## src/design/membus_pkg.sv

```systemverilog
package membus_pkg;

  localparam int BEAT_W     = 64;
  localparam int LINE_BEATS = 8;
  // a 64 byte line spans 16 bus words
  localparam int LINE_WORDS = 16;

  // bus word address, byte address bits 31 down to 2
  typedef logic [31:2] word_addr_t;

  typedef logic [4:0] bus_tag_t;

  typedef logic [BEAT_W-1:0] beat_t;

  typedef logic [LINE_BEATS*BEAT_W-1:0] line_t;

  // cycle index inside the eight cycle slot
  typedef logic [2:0] slot_phase_t;

  typedef enum logic [2:0] {
    idle      = 3'd0,
    bus_rd    = 3'd1,
    bus_rdx   = 3'd2,
    flush     = 3'd3,
    flush_opt = 3'd4,
    fill      = 3'd5
  } bus_cmd_e;

  // addr is relative to the start of the DRAM window
  typedef struct packed {
    logic       write;
    bus_tag_t   tag;
    word_addr_t addr;
    line_t      line;
  } dram_req_t;

  typedef struct packed {
    bus_tag_t   tag;
    word_addr_t addr;
    line_t      line;
  } dram_resp_t;

endpackage

```

## src/design/bus_snoop_capture.sv

```systemverilog
`timescale 1ns/100ps

module bus_snoop_capture
  import membus_pkg::*;
#(
  parameter word_addr_t  RAM_BASE  = 30'h0800_0000,
  parameter int unsigned RAM_WORDS = 8192
) (
  input  logic        clk,
  input  logic        rst,
  input  logic        bus_valid,
  input  logic        bus_nack,
  input  logic        bus_hit,
  input  bus_cmd_e    bus_cmd,
  input  bus_tag_t    bus_tag,
  input  word_addr_t  bus_addr,
  input  beat_t       bus_data,
  input  logic        full,
  output slot_phase_t slot_phase,
  output dram_req_t   req_in,
  output logic        req_strobe,
  output logic        dram_nack
);

  slot_phase_t phase;
  word_addr_t  rel_addr;
  logic        is_mem_cmd;
  logic        is_write;
  logic        relevant;
  logic        cmd_valid;
  logic        cmd_write;
  bus_tag_t    cmd_tag;
  word_addr_t  cmd_addr;
  line_t       line_r;

  always_ff @(posedge clk) begin
    if (rst) begin
      phase <= '0;
    end else begin
      phase <= phase + 3'd1;
    end
  end

  assign slot_phase = phase;

  always_comb begin
    is_mem_cmd = 1'b1;
    is_write   = 1'b0;
    case (bus_cmd)
      bus_rd, bus_rdx:  is_write = 1'b0;
      flush, flush_opt: is_write = 1'b1;
      default:          is_mem_cmd = 1'b0;
    endcase
  end

  assign rel_addr = bus_addr - RAM_BASE;
  assign relevant = bus_valid & ~bus_nack & ~bus_hit & is_mem_cmd &
                    (bus_addr >= RAM_BASE) & (rel_addr < RAM_WORDS);

  // accept or nack in phase 3, hand over at phase 0 once beat 7 is in
  always_ff @(posedge clk) begin
    if (rst) begin
      cmd_valid  <= 1'b0;
      dram_nack  <= 1'b0;
      req_strobe <= 1'b0;
    end else begin
      req_strobe <= (phase == 3'd7) & cmd_valid;
      if (phase == 3'd3) begin
        cmd_valid <= relevant & ~full;
        dram_nack <= relevant & full;
      end else if (phase == 3'd7) begin
        cmd_valid <= 1'b0;
        dram_nack <= 1'b0;
      end
    end
  end

  always_ff @(posedge clk) begin
    if (phase == 3'd3) begin
      cmd_write <= is_write;
      cmd_tag   <= bus_tag;
      cmd_addr  <= rel_addr;
    end
  end

  // beat k of the slot lands in beat k of the line
  always_ff @(posedge clk) begin
    line_r[phase*BEAT_W +: BEAT_W] <= bus_data;
  end

  assign req_in = '{write: cmd_write, tag: cmd_tag, addr: cmd_addr, line: line_r};

  a_strobe_phase: assert property (@(posedge clk) disable iff (rst)
    req_strobe |-> phase == 3'd0);

endmodule

```

## config.mk

```make
export PLATFORM = sky130hd
export DESIGN_NAME = bus_snoop_capture
export DESIGN_NICKNAME = d
export VERILOG_FILES = /design/src/design/membus_pkg.sv /design/src/design/bus_snoop_capture.sv
export SDC_FILE = /design/constraint.sdc
export NUM_CORES = 1
export LEC_CHECK = 0
export BUFFER_PORTS_ARGS = -buffer_cell sky130_fd_sc_hd__buf_2
export CAP_MARGIN = 30
export CORE_AREA = 2 2 257 259
export DETAILED_ROUTE_END_ITERATION = 16
export DIE_AREA = 0 0 259 261
export GPL_TIMING_DRIVEN = 0
export SETUP_SLACK_MARGIN = 0.1
export SYNTH_ARGS = -nofsm -noshare
export SYNTH_HDL_FRONTEND = slang
export SYNTH_SLANG_ARGS = --single-unit
```

## constraint.sdc

```tcl
create_clock -name clk -period 4.7 [get_ports clk]
set_input_delay 0.47 -clock clk [delete_from_list [all_inputs] [get_ports clk]]
set_output_delay 0.47 -clock clk [all_outputs]
set_load 0.01 [all_outputs]
```

==> impl_metrics.toml <==
[setup_path]
worstSetupEndpointType = "flip-flop"
critPathLaunch = "slot_phase[0]"
critical_path_class = "reg -> reg"
r2r_start = "slot_phase[0]"
startpoint_type = "flip-flop"
crit_arrival_ns = 4.46
worstPathRequired_ns = 4.95
path_max_fanout = 54

[pwr]
seqPwrFrac_pct = 51.1
ir_drop_mv = 0.241
intPower_mw = 8.42
power_switching_mw = 2.48
p_per_area_nw_per_um2 = 407
p_clk_share_pct = 41.7
p_leak_nw = 11.5
p_sw_share_pct = 22.7
pwr-share-comb_pct = 7.2

[routing]
wl_um = 72200
dr.pass1.iters = 5
drt_iter0_drc = 1101
detail_route.wl_per_cell_um = 25.3
drc = 0
vias_per_cell = 4.57
num_vias = 13035
ant_nets = 0

[min_path]
min-delay-start = "bus_addr[6]"
holdCritPathClass = "in -> reg"

[finish]
syn_to_final_growth_pct = 32.3
regArea_um2 = 16600
fillerInstances = 6049
multi_input_area_um2 = 3340
finalNetCount = 2051
finish.instance_area_um2 = 26800
stdcell_count = 2850
drive_above_1_share_pct = 39.9
final_util_pct = 41.1

[global_routing]
grt_max_degree = 55
grt-ovfl-total = 0
antenna_found_initial = 18
grt_pass1_wl_um = 97100
track_usage_pct = 20.5
grt_pass1_vias = 12853

[placement]
place_area_um2 = 24900
place_hpwl_um = 51300
place_inst = 2742
gp_congestion = 0.883
port_buffers = 660

[clock_network]
cts_resized = 2
clk_pin_slew_worst_paths_ns = 0.07
numCtsBuffers = 57
cts_hold_buf = 0
clkLatencyLatePin_ns = 0.60
cts_tree = "built"
cts_sinks = 554
htreeDepth = 2
cts_max_path_buffers = 3
post-cts-setup-buffers = 0
cts_root_buf = "clkbuf_16"

[synth]
yosys_warnings = 0
async_reset_ff_share_pct = 0
ys.flop_type = "edfxtp_1"
syn_inst = 1208
synth.distinct_cells = 26
netlist_area_um2 = 20200
syn_nets = 1322
synth_edf_count = 548
yosys-top-cells-area = "edfxtp_1 (81%), and2_1 (12%), nor2_1 (2.5%)"
synth-seq-area-share_pct = 81.9
avgSynthCellArea_um2 = 16.7
synth_top_area_share_pct = 81.3
yosysMostFrequentCell = "edfxtp_1"
synth_top_cell_by_area = "edfxtp_1"
yosys_register_bits = 554
yosys-top-cells-count = "edfxtp_1 (548), and2_1 (384), nor2_1 (137)"

[status]
status = "complete, no violations"

[die]
die_width_um = 259
die_area_um2 = 67600
core_area_um2 = 65000
die_h_um = 261
io_pins = 661
rows = 94
start_util_pct = 31.1

[timing]
hold_viol = 0
fin_tns_setup_ns = 0
rsz0062_at_grt = "false"
setup_viol = 0
fin_crit_ns = 4.21
slew_viol_final = 0
worst_pin_slew_ns = 0.928
max_freq_mhz = 238
finalCritPeriodShare_pct = 89.6
clock_skew_ns = 0.0107
maxSlewHeadroom_pct = 38.2

[job]
maxCapViolCount = 0
-- power groups by stage --
stage	Sequential [mW]	Clock, mW	Combinational, mW
after floorplan	5.74	0	0.263
after global placement	5.70	0	0.760
after detailed placement	5.68	0	0.798
after CTS	5.57	4.62	0.800
after global routing	5.58	4.77	0.837
final	5.57	4.55	0.783
-- cells in the final DEF (no fill, tap or decap), drive strengths merged, types with 2 or more instances in the layout --
| cell type | Yosys | final |
|---|---|---|
| inv | 7 | 9 |
| and2 | 384 | 384 |
| xor2 | 2 | 2 |
| buf | 27 | 697 |
| bufinv | 0 | 7 |
| nor2b | 2 | 2 |
| nor3 | 4 | 4 |
| nor2 | 137 | 137 |
| nand3b | 2 | 2 |
| ha | 6 | 6 |
| edfxtp | 548 | 548 |
| nand2 | 37 | 37 |
| nor4 | 2 | 2 |
| clkinv | 0 | 22 |
| diode | 0 | 8 |
| a21o | 2 | 2 |
| nor4b | 5 | 5 |
| clkbuf | 31 | 99 |
| dfxtp | 6 | 6 |
-- flip-flops by register name, summed over array words and instances (netlist names) --
name / flops
slot_phase: 3
cmd_valid: 1
req_strobe: 1
line_r: 512
cmd_tag: 5
dram_nack: 1
cmd_write: 1
cmd_addr: 30
-- path summary, 6_finish.rpt --
kind / to / slack (ns) / cells past startpoint
worst min-delay path: cmd_addr[6] / 0.05 / 1
worst max register to register: line_r[254] / 0.49 / 9
worst min register to register: req_strobe / 0.50 / 1
worst max-delay path: line_r[254] / 0.49 / 9
-- kinds of logic after synthesis --
group	count (synthesis)	synth area share, %
adders and majority gates	6	0.371
DFF	554	81.9
buffers and inverters	65	1.58
and+or+nand+nor	578	15.9
xor gates and xnor gates	2	0.0866
AOI/OAI and AO/OA	3	0.0989
-- routing by layer --
| layer | up-vias | global-route usage (%) | wire length [um] |
|---|---|---|---|
| li1 | 5703 | - | - |
| met3 | 129 | 4.50 | 6400 |
| met2 | 715 | 34.1 | 35000 |
| met5 | - | 0 | 0 |
| met4 | 0 | 7.31 | 2290 |
| met1 | 6488 | 26.5 | 28600 |
-- layout make-up --
type | instances | share of cell area, %
inverters | 7 | 0.0982
diodes | 8 | 0.0748
clock inverters | 32 | 1.24
clock buffers | 68 | 5.68
well taps | 864 | 4.04
multi-input cells | 589 | 12.5
flip-flops and latches | 554 | 61.9
repair buffers | 670 | 13.2
plain buffers | 58 | 1.21
-- critical path, cell delays in order, from the launching register on --
cell and delay [ns]:
dfxtp_1 0.43, clkbuf_1 0.51, buf_2 0.41, inv_1 0.08
ha_1 0.20, ha_1 0.39, nand3b_4 0.19, nor2_1 0.62
clkbuf_4 0.57, buf_16 0.33
-- through the flow --
stage | power (mW) | hold slack (ns) | setup WS [ns]
2_1_floorplan | 6.00 | 0.462 | 0.279
3_3_place_gp | 6.46 | 0.475 | -3.26
3_5_place_dp | 6.47 | 0.486 | -0.0880
4_1_cts | 11.0 | 0.00645 | 0.270
5_1_grt | 11.2 | 0.0149 | 0.150
6_report | 10.9 | 0.0480 | 0.490
Note: power is estimated with default switching activity, not from simulation.
