$ cat config.mk
export PLATFORM = sky130hd
export DESIGN_NAME = fill_responder
export DESIGN_NICKNAME = d
export VERILOG_FILES = /design/src/design/membus_pkg.sv /design/src/design/fill_responder.sv
export SDC_FILE = /design/constraint.sdc
export NUM_CORES = 1
export LEC_CHECK = 0
export BUFFER_PORTS_ARGS = -buffer_cell sky130_fd_sc_hd__buf_4
export CAP_MARGIN = 20
export CORE_AREA = 2 2 254 256
export CTS_BUF_LIST = sky130_fd_sc_hd__clkbuf_4
export DETAILED_ROUTE_END_ITERATION = 8
export DIE_AREA = 0 0 256 258
export GPL_TIMING_DRIVEN = 0
export HOLD_SLACK_MARGIN = 0.12
export RECOVER_POWER = 50
export SLEW_MARGIN = 10
export SYNTH_ARGS = -nofsm -noshare
export SYNTH_HDL_FRONTEND = slang
export SYNTH_SLANG_ARGS = --single-unit
$ cat constraint.sdc
create_clock -name clk -period 16.95 [get_ports clk]
set_input_delay 3.39 -clock clk [delete_from_list [all_inputs] [get_ports clk]]
set_output_delay 3.39 -clock clk [all_outputs]
set_load 0.02 [all_outputs]
$ cat src/design/membus_pkg.sv
package membus_pkg;

  localparam int BEAT_W     = 64;
  localparam int LINE_BEATS = 8;
  // a 64 byte line spans 16 bus words
  localparam int LINE_WORDS = 16;

  // bus word address, byte address bits 31 down to 2
  typedef logic [31:2] word_addr_t;

  typedef logic [4:0] bus_tag_t;

  typedef logic [BEAT_W-1:0] beat_t;

  typedef logic [LINE_BEATS*BEAT_W-1:0] line_t;

  // cycle index inside the eight cycle slot
  typedef logic [2:0] slot_phase_t;

  typedef enum logic [2:0] {
    idle      = 3'd0,
    bus_rd    = 3'd1,
    bus_rdx   = 3'd2,
    flush     = 3'd3,
    flush_opt = 3'd4,
    fill      = 3'd5
  } bus_cmd_e;

  // addr is relative to the start of the DRAM window
  typedef struct packed {
    logic       write;
    bus_tag_t   tag;
    word_addr_t addr;
    line_t      line;
  } dram_req_t;

  typedef struct packed {
    bus_tag_t   tag;
    word_addr_t addr;
    line_t      line;
  } dram_resp_t;

endpackage

$ cat src/design/fill_responder.sv
`timescale 1ns/100ps

module fill_responder
  import membus_pkg::*;
#(
  parameter word_addr_t RAM_BASE = 30'h0800_0000
) (
  input  logic        clk,
  input  logic        rst,
  input  slot_phase_t slot_phase,
  input  dram_resp_t  resp,
  input  logic        resp_valid,
  input  logic        bus_grant,
  output logic        resp_taken,
  output logic        dram_req,
  output bus_cmd_e    dram_cmd,
  output bus_tag_t    dram_tag,
  output word_addr_t  dram_addr,
  output beat_t       dram_data,
  output logic        dram_fill
);

  typedef enum logic [1:0] {
    st_wait,
    st_request,
    st_fill
  } fill_state_e;

  fill_state_e state;
  dram_resp_t  fill_r;
  logic        slot_end;
  logic        granted;

  assign slot_end = (slot_phase == 3'd7);
  assign granted  = slot_end & (state == st_request) & bus_grant;

  // all bus side changes happen on the phase 7 edge
  always_ff @(posedge clk) begin
    if (rst) begin
      state      <= st_wait;
      dram_req   <= 1'b0;
      dram_fill  <= 1'b0;
      resp_taken <= 1'b0;
    end else begin
      resp_taken <= granted;
      if (slot_end) begin
        dram_fill <= granted;
        case (state)
          st_wait: begin
            if (resp_valid) begin
              state    <= st_request;
              dram_req <= 1'b1;
            end
          end
          st_request: begin
            if (bus_grant) begin
              state    <= st_fill;
              dram_req <= 1'b0;
            end
          end
          st_fill: begin
            // next response may already be waiting
            state    <= resp_valid ? st_request : st_wait;
            dram_req <= resp_valid;
          end
          default: state <= st_wait;
        endcase
      end
    end
  end

  always_ff @(posedge clk) begin
    if (granted) begin
      fill_r <= resp;
    end
  end

  assign dram_cmd  = dram_fill ? fill : idle;
  assign dram_tag  = fill_r.tag;
  assign dram_addr = fill_r.addr + RAM_BASE;
  assign dram_data = fill_r.line[slot_phase*BEAT_W +: BEAT_W];

  a_fill_start: assert property (@(posedge clk) disable iff (rst)
    $rose(dram_fill) |-> slot_phase == 3'd0);

endmodule

==> results of run 1 <==
## worst min-delay path: cells and delay by family, from the launching register on
family | cells | cell delay (ns)
flops | 1 | 0.34
simple gates | 1 | 0.06
compound gates | 1 | 0.05
## logic make-up after synthesis
group / count (synthesis) / share of synthesized area
compound gates: 6 / 0.00169
xor+xnor: 1 / 0.000422
fa+ha+maj: 1 / 0.000603
buf+inv: 72 / 0.0241
flops: 552 / 0.796
mux: 192 / 0.174
other cells: 1 / 0.000181
simple gates: 11 / 0.00326
## metal layers
layer  up-vias  GRT usage  share of wire
met2       508      0.303           0.53
met4        12     0.0648          0.022
met3        93     0.0764          0.091
li1       5252          -              -
met5         -          0         0.0014
met1      5862      0.187           0.36
## layout make-up
type	instances	area [um2]	area share
flip-flops and latches	552	16500	0.574
clock buffers	219	1640	0.0571
multi-input cells	212	3720	0.129
plain buffers	70	478	0.0166
diodes	7	17.5	0.000609
well taps	855	1070	0.0372
repair buffers	659	4980	0.173
clock inverters	44	340	0.0118
inverters	2	8.76	0.000304
## cells in the mapped netlist (all sizes together)
| cell | number | share of area |
|---|---|---|
| ha | 1 | 0.00060 |
| mux4 | 128 | 0.14 |
| o21ai | 1 | 0.00024 |
| inv | 2 | 0.00036 |
| buf | 61 | 0.022 |
| or3b | 1 | 0.00042 |
| edfxtp | 547 | 0.79 |
| nor2b | 1 | 0.00030 |
| conb | 1 | 0.00018 |
| xor2 | 1 | 0.00042 |
| o211ai | 2 | 0.00072 |
| a21oi | 3 | 0.00072 |
| clkbuf | 9 | 0.0016 |
| nand2 | 4 | 0.00072 |
| or3 | 1 | 0.00030 |
| nor2 | 2 | 0.00036 |
| mux2 | 64 | 0.035 |
| dfxtp | 5 | 0.0048 |
| nand3 | 1 | 0.00084 |
| nand2b | 1 | 0.00030 |
## path summary, 6_finish.rpt
| path | depth (start not counted) | from | end | slack (ns) |
|---|---|---|---|---|
| setup / recovery | 7 | slot_phase[0] | fill_r[37] | 6.76 |
| setup reg to reg | 4 | state[1] | fill_r[37] | 10.31 |
| hold reg to reg | 2 | dram_fill | dram_fill | 0.50 |
| hold / removal | 2 | dram_fill | dram_fill | 0.50 |
## power groups by stage
stage,clock network (mW),logic (mW),registers (mW)
CTS,1.29,0.225,1.50
detailed placement,0,0.225,1.53
global route,1.36,0.228,1.50
finish,1.24,0.212,1.50
floorplan,0,0.0801,1.54
global placement,0,0.221,1.54
## placed cells by master, fill, tap and decap left out, types with 3 or more instances in the layout
| cell type | netlist | routed |
|---|---|---|
| mux4_2 | 128 | 128 |
| edfxtp_1 | 547 | 547 |
| inv_2 | 0 | 3 |
| buf_4 | 36 | 144 |
| clkinv_2 | 0 | 5 |
| dfxtp_1 | 5 | 5 |
| clkbuf_1 | 9 | 22 |
| clkbuf_4 | 0 | 754 |
| mux2_2 | 64 | 64 |
| buf_2 | 4 | 4 |
| inv_6 | 0 | 4 |
| bufinv_16 | 0 | 5 |
| a21oi_1 | 3 | 3 |
| buf_16 | 0 | 4 |
| diode_2 | 0 | 7 |
| nand2_1 | 4 | 4 |
| clkinv_1 | 0 | 23 |
| buf_1 | 9 | 10 |
| buf_6 | 12 | 10 |
## registers in the layout, summed over array words and instances (netlist names)
register and count:
fill_r 542, resp_taken 1, state 2, dram_fill 1, dram_tag 5, dram_req 1
==> summary.txt, run 1 <==
Max-Cap Viols -> 1
Clock tree sinks -> 552
Worst-path fanout max -> 113
Initial antenna violation count -> 13
CP bufs+invs -> 5
RSZ-0062 raised after global routing -> no
Quantity of gates resized following cts -> 0
Pre-CTS setup slack -> 8.06 ns
Area grow syn2layout -> 38.7%
Yosys Warn Count -> 0
Slew Limit Fails -> 114
Routability congestion estimate -> 0.849
Period utilization -> 0.601
Layout fillers -> 5,631
CTS Root Cell -> clkbuf_4
Number of port buffers -> 655
Clock latency on the worst-skew pair -> 0.94 ns
Half-perimeter wire length after detailed placement -> 42,100 um
First-pass GRT wire length -> 82,800 um
Worst Clk Skew -> 0.0485 ns
Violated checks -> capacitance limit, slew limit
Clock Tree Buf Depth -> 3
PD cells -> 103 mW/mm2
Post-route ant nets -> 0
Post-DR vias/cell -> 4.48
Drt first pass iters -> 4
CTS buffer count -> 151
Effective utilization at floorplan -> 0.326
Setup Crit Path Kind -> input port to register
Total core area -> 0.0636 mm2
Row cnt -> 93
Final Net Count -> 2,203
Synthesized area -> 0.0208 mm2
Sum of negative setup slack -> 0 ns
Tot GR Track Use -> 0.174
Comb power frac -> 0.072
Finished layout cell area -> 0.0288 mm2
Cells after DPL -> 2,350
Tmin final -> 10.19 ns
Number of setup buffers added after CTS -> 0
Die area -> 0.0660 mm2
CP required -> 17.55 ns
Hold violation total from the final report -> 0
Clock transition at path regs -> 0.06 ns
Crit start category -> input port
Worst Path Arrival -> 10.78 ns
Via count -> 11,727
Clock network fraction of design power -> 0.419
Switch share -> 0.220
Syn_nets -> 1,391
CP peak stage delay -> 3.83 ns
DRT Wirelength -> 57,800 um
Fraction of layout cells with a size suffix above 1 -> 0.643
Hold_ws -> 0.495 ns
Final Non-Filler Cells -> 2,620
Tot Pwr -> 2.96 mW
Delay-heaviest family, CP -> buffers and inverters
Worst-path cell chain -> clkbuf_1 -> clkbuf_1 -> nand3_1 -> or3_1 -> clkinvlp_2 -> buf_16 -> buf_16
Cell internal pwr -> 2.30 mW
Pin count of the biggest net entering global routing -> 127
Cts hold-fix bufs -> 0
Slowest CP cell -> clkinvlp_2
Crit path capture type -> register
Worst Hold Class -> register to register
Seq/Total Area, Yosys -> 0.796
Syn Inst Count -> 836
Grt ovf -> 0
Synthesized flop and latch total -> 552
DR WL/cell -> 22.0 um
Setup violations, final -> 0
Rel. slew slack -> -2.46
Iter 0 DRT Violations -> 740
Cell Area, Placed -> 0.0269 mm2
H-tree depth -> 4
Status -> complete, but fails checks
LEAKAGE -> 10.6 nW
Syn avg cell area -> 24.8 um2
Switching Power -> 651 uW
Peak VDD IR -> 0.0603 mV
Residual DRC count -> 0
Vert. Die Dim -> 258 um
Fmax -> 0.0982 GHz
Number of global-route vias before repair -> 13,004
CTS tree -> yes
Finished Core Util -> 0.452
I/O pins -> 659
Worst-Margin Slew -> 5.16 ns
PnR worst setup slack -> 6.76 ns
Sequential share of power -> 0.509
Netlist cell types -> 23
Die width -> 256 um
Power figures use the tool's default switching activity.
==> run 2, diff against run 1 <==
CORE_AREA = 2 2 259 261   (was 2 2 254 256)
DIE_AREA = 0 0 261 263   (was 0 0 256 258)
clock period = 8.41 ns   (was 16.95 ns; I/O delays follow)
==> run 2 against run 1 <==
Effect of this change: sequential cell count is the same; cell count grew 1.4%; setup slack lost 4.3 ns; sequential power grew 100%; largest power group unchanged; die area grew 3.9%; clock power grew 94%; global-route usage shrank 0.70 points; power grew 99%; cell area grew 0.73%; count of clock-buffer cells in the layout shrank 1; the run still ends with capacitance limit, slew limit left; largest cell class unchanged; hold slack gained 0.016 ns.
==> summary.txt, run 2 (same netlist as run 1, synthesis figures left out) <==
Quantity of gates resized following cts -> 0 (unchanged)
Setup slack, reg-to-reg -> 4.00 ns (-6.31 ns)
Reg with most FFs -> fill_r
Layout fillers -> 5,876 (+4.4%)
Pin count of the biggest net entering global routing -> 43 (-66%)
Post-route ant nets -> 0 (unchanged)
Tmin final -> 5.99 ns
Status -> complete, but fails checks
Number of global-route vias before repair -> 13,440 (+3.4%)
Total core area -> 0.0656 mm2 (+3.1%)
Storage element area -> 0.0165 mm2 (unchanged)
Worst-Margin Slew -> 2.19 ns (-2.97 ns)
DR WL/cell -> 21.6 um (-1.9%)
CTS buffer count -> 154 (+2.0%)
Violated checks -> capacitance limit, slew limit
Routability congestion estimate -> 0.810 (-4.6%)
Post-DR vias/cell -> 4.48 (+0.12%)
Setup violations, final -> 0 (unchanged)
Crit path capture type -> register
Setup Crit Path Kind -> input port to register
Number of port buffers -> 655 (unchanged)
Initial antenna violation count -> 17 (+4)
Die area -> 0.0686 mm2 (+3.9%)
Most frequent cells in the layout -> 749 x clkbuf_4, 547 x edfxtp_1, 144 x buf_4
Worst-path fanout max -> 39 (-65%)
Worst Hold Class -> register to register
Hold violation total from the final report -> 0 (unchanged)
Row cnt -> 94 (+1.1%)
Rel. slew slack -> -0.462 (+2.00)
DRT Wirelength -> 57,500 um (-0.53%)
R2R Path End -> fill_r[347]
Iter 0 DRT Violations -> 548 (-26%)
Largest register FFs -> 542 (unchanged)
Area grow syn2layout -> 39.7%
First-pass GRT wire length -> 82,600 um (-0.22%)
CTS Root Cell -> clkbuf_4
Clock network fraction of design power -> 0.410 (-0.009)
Vert. Die Dim -> 263 um (+1.9%)
Crit start category -> input port
Hold_sp -> state[1]
Period utilization -> 0.713
Switching Power -> 1.33 mW (+100%)
Via count -> 11,907 (+1.5%)
Final Non-Filler Cells -> 2,657 (+1.4%)
Worst reg2reg path depth -> 9 (+5)
Comb power frac -> 0.073 (about the same)
Hold path depth -> 2 (unchanged)
PD cells -> 202 mW/mm2 (+97%)
Clock tree sinks -> 552 (unchanged)
Effective utilization at floorplan -> 0.316 (-0.00983)
Grt ovf -> 0 (unchanged)
CTS tree -> yes
Worst Path Arrival -> 6.56 ns (-4.22 ns)
RSZ-0062 raised after global routing -> no
Cells after DPL -> 2,372 (+0.94%)
Multi-input logic area -> 0.00372 mm2 (unchanged)
Final Net Count -> 2,219 (+0.73%)
Clock latency on the worst-skew pair -> 0.95 ns (about the same)
Worst Clk Skew -> 0.0783 ns (+0.0299 ns)
Drt first pass iters -> 7 (+3)
CP required -> 8.98 ns (-8.57 ns)
PnR worst setup slack -> 2.42 ns (-4.35 ns)
Switch share -> 0.226 (+0.00613)
Number of setup buffers added after CTS -> 0 (unchanged)
Die width -> 261 um (+2.0%)
Half-perimeter wire length after detailed placement -> 42,900 um (+1.8%)
Cell internal pwr -> 4.54 mW (+97%)
Tot GR Track Use -> 0.167 (-0.00696)
Max-Cap Viols -> 2 (+1)
Peak VDD IR -> 0.126 mV (+110%)
Slew Limit Fails -> 74 (-35%)
I/O pins -> 659 (unchanged)
H-tree depth -> 4 (unchanged)
Pre-CTS setup slack -> 2.90 ns (-5.16 ns)
Sequential share of power -> 0.517 (+0.008)
Fraction of layout cells with a size suffix above 1 -> 0.638 (-0.00509)
Commonest non-fill, non-tap cell in the layout -> clkbuf_4
Clock transition at path regs -> 0.06 ns (about the same)
Tot Pwr -> 5.87 mW (+99%)
LEAKAGE -> 10.6 nW (+0.68%)
Clock Tree Buf Depth -> 3 (unchanged)
Worst hold endpoint -> state[1]
Cts hold-fix bufs -> 0 (unchanged)
Residual DRC count -> 0 (unchanged)
FF-to-FF Start -> state[0]
Fmax -> 0.167 GHz
[run 2: cell type report]
type,count,area share
timing repair buffer,672,0.178
clock inverter,57,0.0111
buffer,70,0.0176
multi-input combinational,212,0.128
inverter,2,0.000302
clock buffer,218,0.0564
tap,864,0.0373
antenna,10,0.000863
sequential,552,0.570
[run 2: layer usage]
metal / vias up / GRT usage / wire length, um
met2: 535 / 0.295 / 30600
met3: 118 / 0.0739 / 5720
met5: - / 0 / 128
li1: 5314 / - / -
met1: 5922 / 0.168 / 19400
met4: 18 / 0.0752 / 1630
[run 2: power groups by stage]
stage | clock network [mW] | registers, mW | logic, mW
2_1_floorplan | 0 | 3.09 | 0.163
3_3_place_gp | 0 | 3.09 | 0.449
3_5_place_dp | 0 | 3.09 | 0.457
4_1_cts | 2.51 | 3.03 | 0.459
5_1_grt | 2.63 | 3.03 | 0.463
6_report | 2.40 | 3.03 | 0.430
[run 2: worst max-delay path, cell delays in order]
cell and delay (ns):
clkbuf_1 0.79, nand3_1 0.36, or3_1 0.47, clkinvlp_2 0.24, clkbuf_1 1.59, buf_12 0.32
buf_12 0.26, buf_12 0.23, buf_12 0.23, buf_12 0.26
[run 2: worst max-delay path by stage]
stage	from	to	slack, ns	cells after the start
after CTS	slot_phase[2]	dram_data[59]	2.90	5
after detailed placement	slot_phase[2]	dram_data[59]	2.90	5
after global routing	slot_phase[2]	fill_r[89]	2.09	10
final	slot_phase[2]	fill_r[347]	2.42	10
after global placement	slot_phase[2]	fill_r[155]	-5.84	4
after floorplan	slot_phase[0]	dram_tag[0]	-2.39	5
[run 2: per-stage QoR]
step | cell area (um2) | hold WS, ns | TNS, ns | utilization
floorplan | 20800 | 0.465 | -1306.42 | -
global placement | 26800 | 0.484 | -3154.03 | 0.408
detailed placement | 27100 | 0.501 | 0 | 0.413
CTS | 29100 | 0.513 | 0 | 0.443
global route | 29000 | 0.552 | 0 | 0.442
finish | 29000 | 0.511 | 0 | 0.442
==> run 3, diff against run 2 <==
ABC_AREA = 1   (was default)
CORE_AREA = 2 2 258 260   (was 2 2 259 261)
DIE_AREA = 0 0 260 262   (was 0 0 261 263)
clock period = 5.3 ns   (was 8.41 ns; I/O delays follow)
==> run 3 against run 2 <==
Effect of this change: the flow now finishes without violations; cell area up 3.8%; sequential power grew 59%; power increased by 62%; cell count up 34%; core utilization up 1.9 points; global-route usage grew 4.1 points; critical path depth stayed put; clock power is 59% higher; hold slack got worse by 0.23 ns; sequential share of layout area fell by 2.1 points; critical path type is now input port to output port; largest cell class unchanged; largest power group unchanged; highest routed layer unchanged.
==> summary.txt, run 3 <==
Die width -> 260 um (-0.38%)
Yosys Warn Count -> 0 (unchanged)
Netlist cell types -> 20 (-13%)
Worst Hold Class -> input port to register
Most common flop cell mapped by yosys -> edfxtp_1
DR WL/cell -> 20.4 um (-5.5%)
Largest cells by area after synthesis -> edfxtp_1 76%, nor2_1 7.8%, o21ai_0 5.3%
Switching Power -> 2.30 mW (+73%)
Crit start category -> input port
Multi-input logic area -> 0.00439 mm2 (+18%)
Iter 0 DRT Violations -> 1,248 (+130%)
Commonest cells post-synth -> 547 x edfxtp_1, 454 x nor2_1, 265 x nand2_1, 230 x o21ai_0, 92 x o21ai_1
Syn avg cell area -> 12.4 um2 (-50%)
PD cells -> 315 mW/mm2 (+56%)
Synth top area share -> 0.755 (-0.0362)
Layout fillers -> 6,165 (+4.9%)
Clock Tree Buf Depth -> 3 (unchanged)
Seq/Total Area, Yosys -> 0.760 (-0.0365)
Switch share -> 0.243 (+0.0164)
Half-perimeter wire length after detailed placement -> 54,800 um (+28%)
Storage element area -> 0.0165 mm2 (unchanged)
Worst Path Arrival -> 3.49 ns (-3.07 ns)
Worst-Margin Slew -> 1.21 ns (-0.981 ns)
Die area -> 0.0681 mm2 (-0.76%)
Most numerous cell in the Yosys netlist -> edfxtp_1
Post-DR vias/cell -> 4.68 (+4.3%)
CTS buffer count -> 152 (-1.3%)
Worst Clk Skew -> 0.0493 ns (-0.0290 ns)
RSZ-0062 raised after global routing -> no
Grt ovf -> 0 (unchanged)
First-pass GRT wire length -> 104,000 um (+25%)
Reg with most FFs -> fill_r
PnR worst setup slack -> 0.750 ns (-1.67 ns)
CP required -> 4.24 ns (-4.74 ns)
Status -> finished clean
EDFF count, synth -> 547 (unchanged)
Post-route ant nets -> 0 (unchanged)
Peak VDD IR -> 0.220 mV (+75%)
Crit path capture type -> output port
Tmin final -> 4.55 ns
Vert. Die Dim -> 262 um (-0.38%)
Syn_nets -> 2,305 (+66%)
DRT Wirelength -> 72,900 um (+27%)
Syn Inst Count -> 1,750 (+110%)
Effective utilization at floorplan -> 0.333 (+0.0170)
Clock tree sinks -> 552 (unchanged)
Comb power frac -> 0.090 (+0.017)
Clock latency on the worst-skew pair -> 0.95 ns (about the same)
Via count -> 16,681 (+40%)
Commonest non-fill, non-tap cell in the layout -> clkbuf_4
Number of setup buffers added after CTS -> 0 (unchanged)
CTS tree -> yes
Synthesized area -> 0.0218 mm2 (+4.8%)
Tot GR Track Use -> 0.208 (+0.0411)
Number of port buffers -> 655 (unchanged)
Fraction of layout cells with a size suffix above 1 -> 0.366 (-0.271)
Sequential share of power -> 0.508 (-0.009)
Fmax -> 0.220 GHz
Async SR Flop Fraction -> 0 (unchanged)
Drt first pass iters -> 5 (-2)
H-tree depth -> 4 (unchanged)
Pre-CTS setup slack -> 1.21 ns (-1.68 ns)
Most frequent cells in the layout -> 761 x clkbuf_4, 547 x edfxtp_1, 453 x nor2_1
Setup violations, final -> 0 (unchanged)
Quantity of gates resized following cts -> 0 (unchanged)
Synthesized flop and latch total -> 552 (unchanged)
Worst-path fanout max -> 10 (-74%)
Clock transition at path regs -> 0.06 ns (about the same)
Number of global-route vias before repair -> 17,284 (+29%)
Largest register FFs -> 542 (unchanged)
Slew Limit Fails -> 0 (-100%)
Max-Cap Viols -> 0 (-2)
Pin count of the biggest net entering global routing -> 37 (-14%)
LEAKAGE -> 11.8 nW (+11%)
Total core area -> 0.0653 mm2 (-0.54%)
Rel. slew slack -> 0.193 (+0.654)
Area grow syn2layout -> 38.4%
Period utilization -> 0.858
Cts hold-fix bufs -> 0 (unchanged)
I/O pins -> 659 (unchanged)
Final Net Count -> 3,136 (+41%)
Clock network fraction of design power -> 0.402 (-0.008)
Setup Crit Path Kind -> input port to output port
Biggest area consumer among synthesized cells -> edfxtp_1
Row cnt -> 94 (unchanged)
Hold violation total from the final report -> 0 (unchanged)
Routability congestion estimate -> 0.914 (+13%)
Residual DRC count -> 0 (unchanged)
CTS Root Cell -> clkbuf_4
Initial antenna violation count -> 25 (+8)
Cell internal pwr -> 7.19 mW (+58%)
Hold_ws -> 0.279 ns (-0.232 ns)
-- run 3: cell types whose count changed in the layout (fill, tap and decap cells not counted), sizes merged, moves of 28 or more --
cell    before  now
mux2        64    0
clkbuf     777  825
mux4       128    0
buf        183  211
nand2        4  265
nor2         2  454
o21ai        1  322
-- run 3: area by class of cell --
| type | count | share of cell area |
|---|---|---|
| diodes | 17 | 0.00141 |
| clock buffers | 225 | 0.0561 |
| well taps | 864 | 0.0359 |
| flip-flops and latches | 552 | 0.549 |
| clock inverters | 35 | 0.00719 |
| plain buffers | 134 | 0.0266 |
| repair buffers | 677 | 0.177 |
| inverters | 11 | 0.00137 |
| multi-input cells | 1053 | 0.146 |
-- run 3: routing by layer --
metal	share of wire	vias up	global-route usage	routed length (um)
met5	0.0024	-	0	176
met4	0.034	26	0.0891	2450
met3	0.084	180	0.0686	6120
met2	0.50	721	0.355	36700
met1	0.38	7920	0.241	27500
li1	-	7834	-	-
-- run 3: logic make-up (layout without fill, tap and decap cells) --
logic type / after synthesis / count (layout) / share of synthesized area
simple gates: 725 / 725 / 0.126
flops: 552 / 552 / 0.760
compound gates: 325 / 325 / 0.0749
buf+inv: 145 / 1082 / 0.0388
fa+ha+maj: 1 / 1 / 0.000575
other cells: 1 / 18 / 0.000172
xor+xnor: 1 / 1 / 0.000403
-- run 3: power groups by stage --
stage / Clock [mW] / Sequential [mW] / Combinational, mW
after floorplan: 0 / 4.92 / 0.331
after global placement: 0 / 4.92 / 0.865
after detailed placement: 0 / 4.92 / 0.885
after CTS: 3.95 / 4.82 / 0.888
after global routing: 4.17 / 4.82 / 0.929
final: 3.82 / 4.82 / 0.852
-- run 3: final timing paths --
check / endpoint / slack, ns / start / cells after the start
max reg2reg: fill_r[42] / 1.85 / state[1] / 8
max: dram_data[13] / 0.75 / slot_phase[0] / 10
min: fill_r[58] / 0.28 / resp[58] / 1
min reg2reg: dram_fill / 0.51 / dram_fill / 2
-- run 3: worst max-delay path, stage by stage --
cell and delay (ns):
buf_8 0.13, clkbuf_1 0.82, buf_2 0.49, nor2_1 0.09, nor2_1 0.08, o21ai_0 0.26, o21ai_1 0.16, nand2_1 0.11
nand2_1 0.11, buf_4 0.15
-- run 3: metrics by stage --
stage                     total power [mW]  cell area (um2)  utilization  instances  setup TNS, ns
after floorplan                       5.25            21800            -       1750       -2594.97
after global placement                5.79            27800        0.426       3269       -4499.54
after detailed placement              5.80            28200        0.433       3291              0
after CTS                             9.66            30200        0.462       3551              0
after global routing                  9.92            30100        0.461       3566              0
final                                 9.49            30100        0.461       3568              0
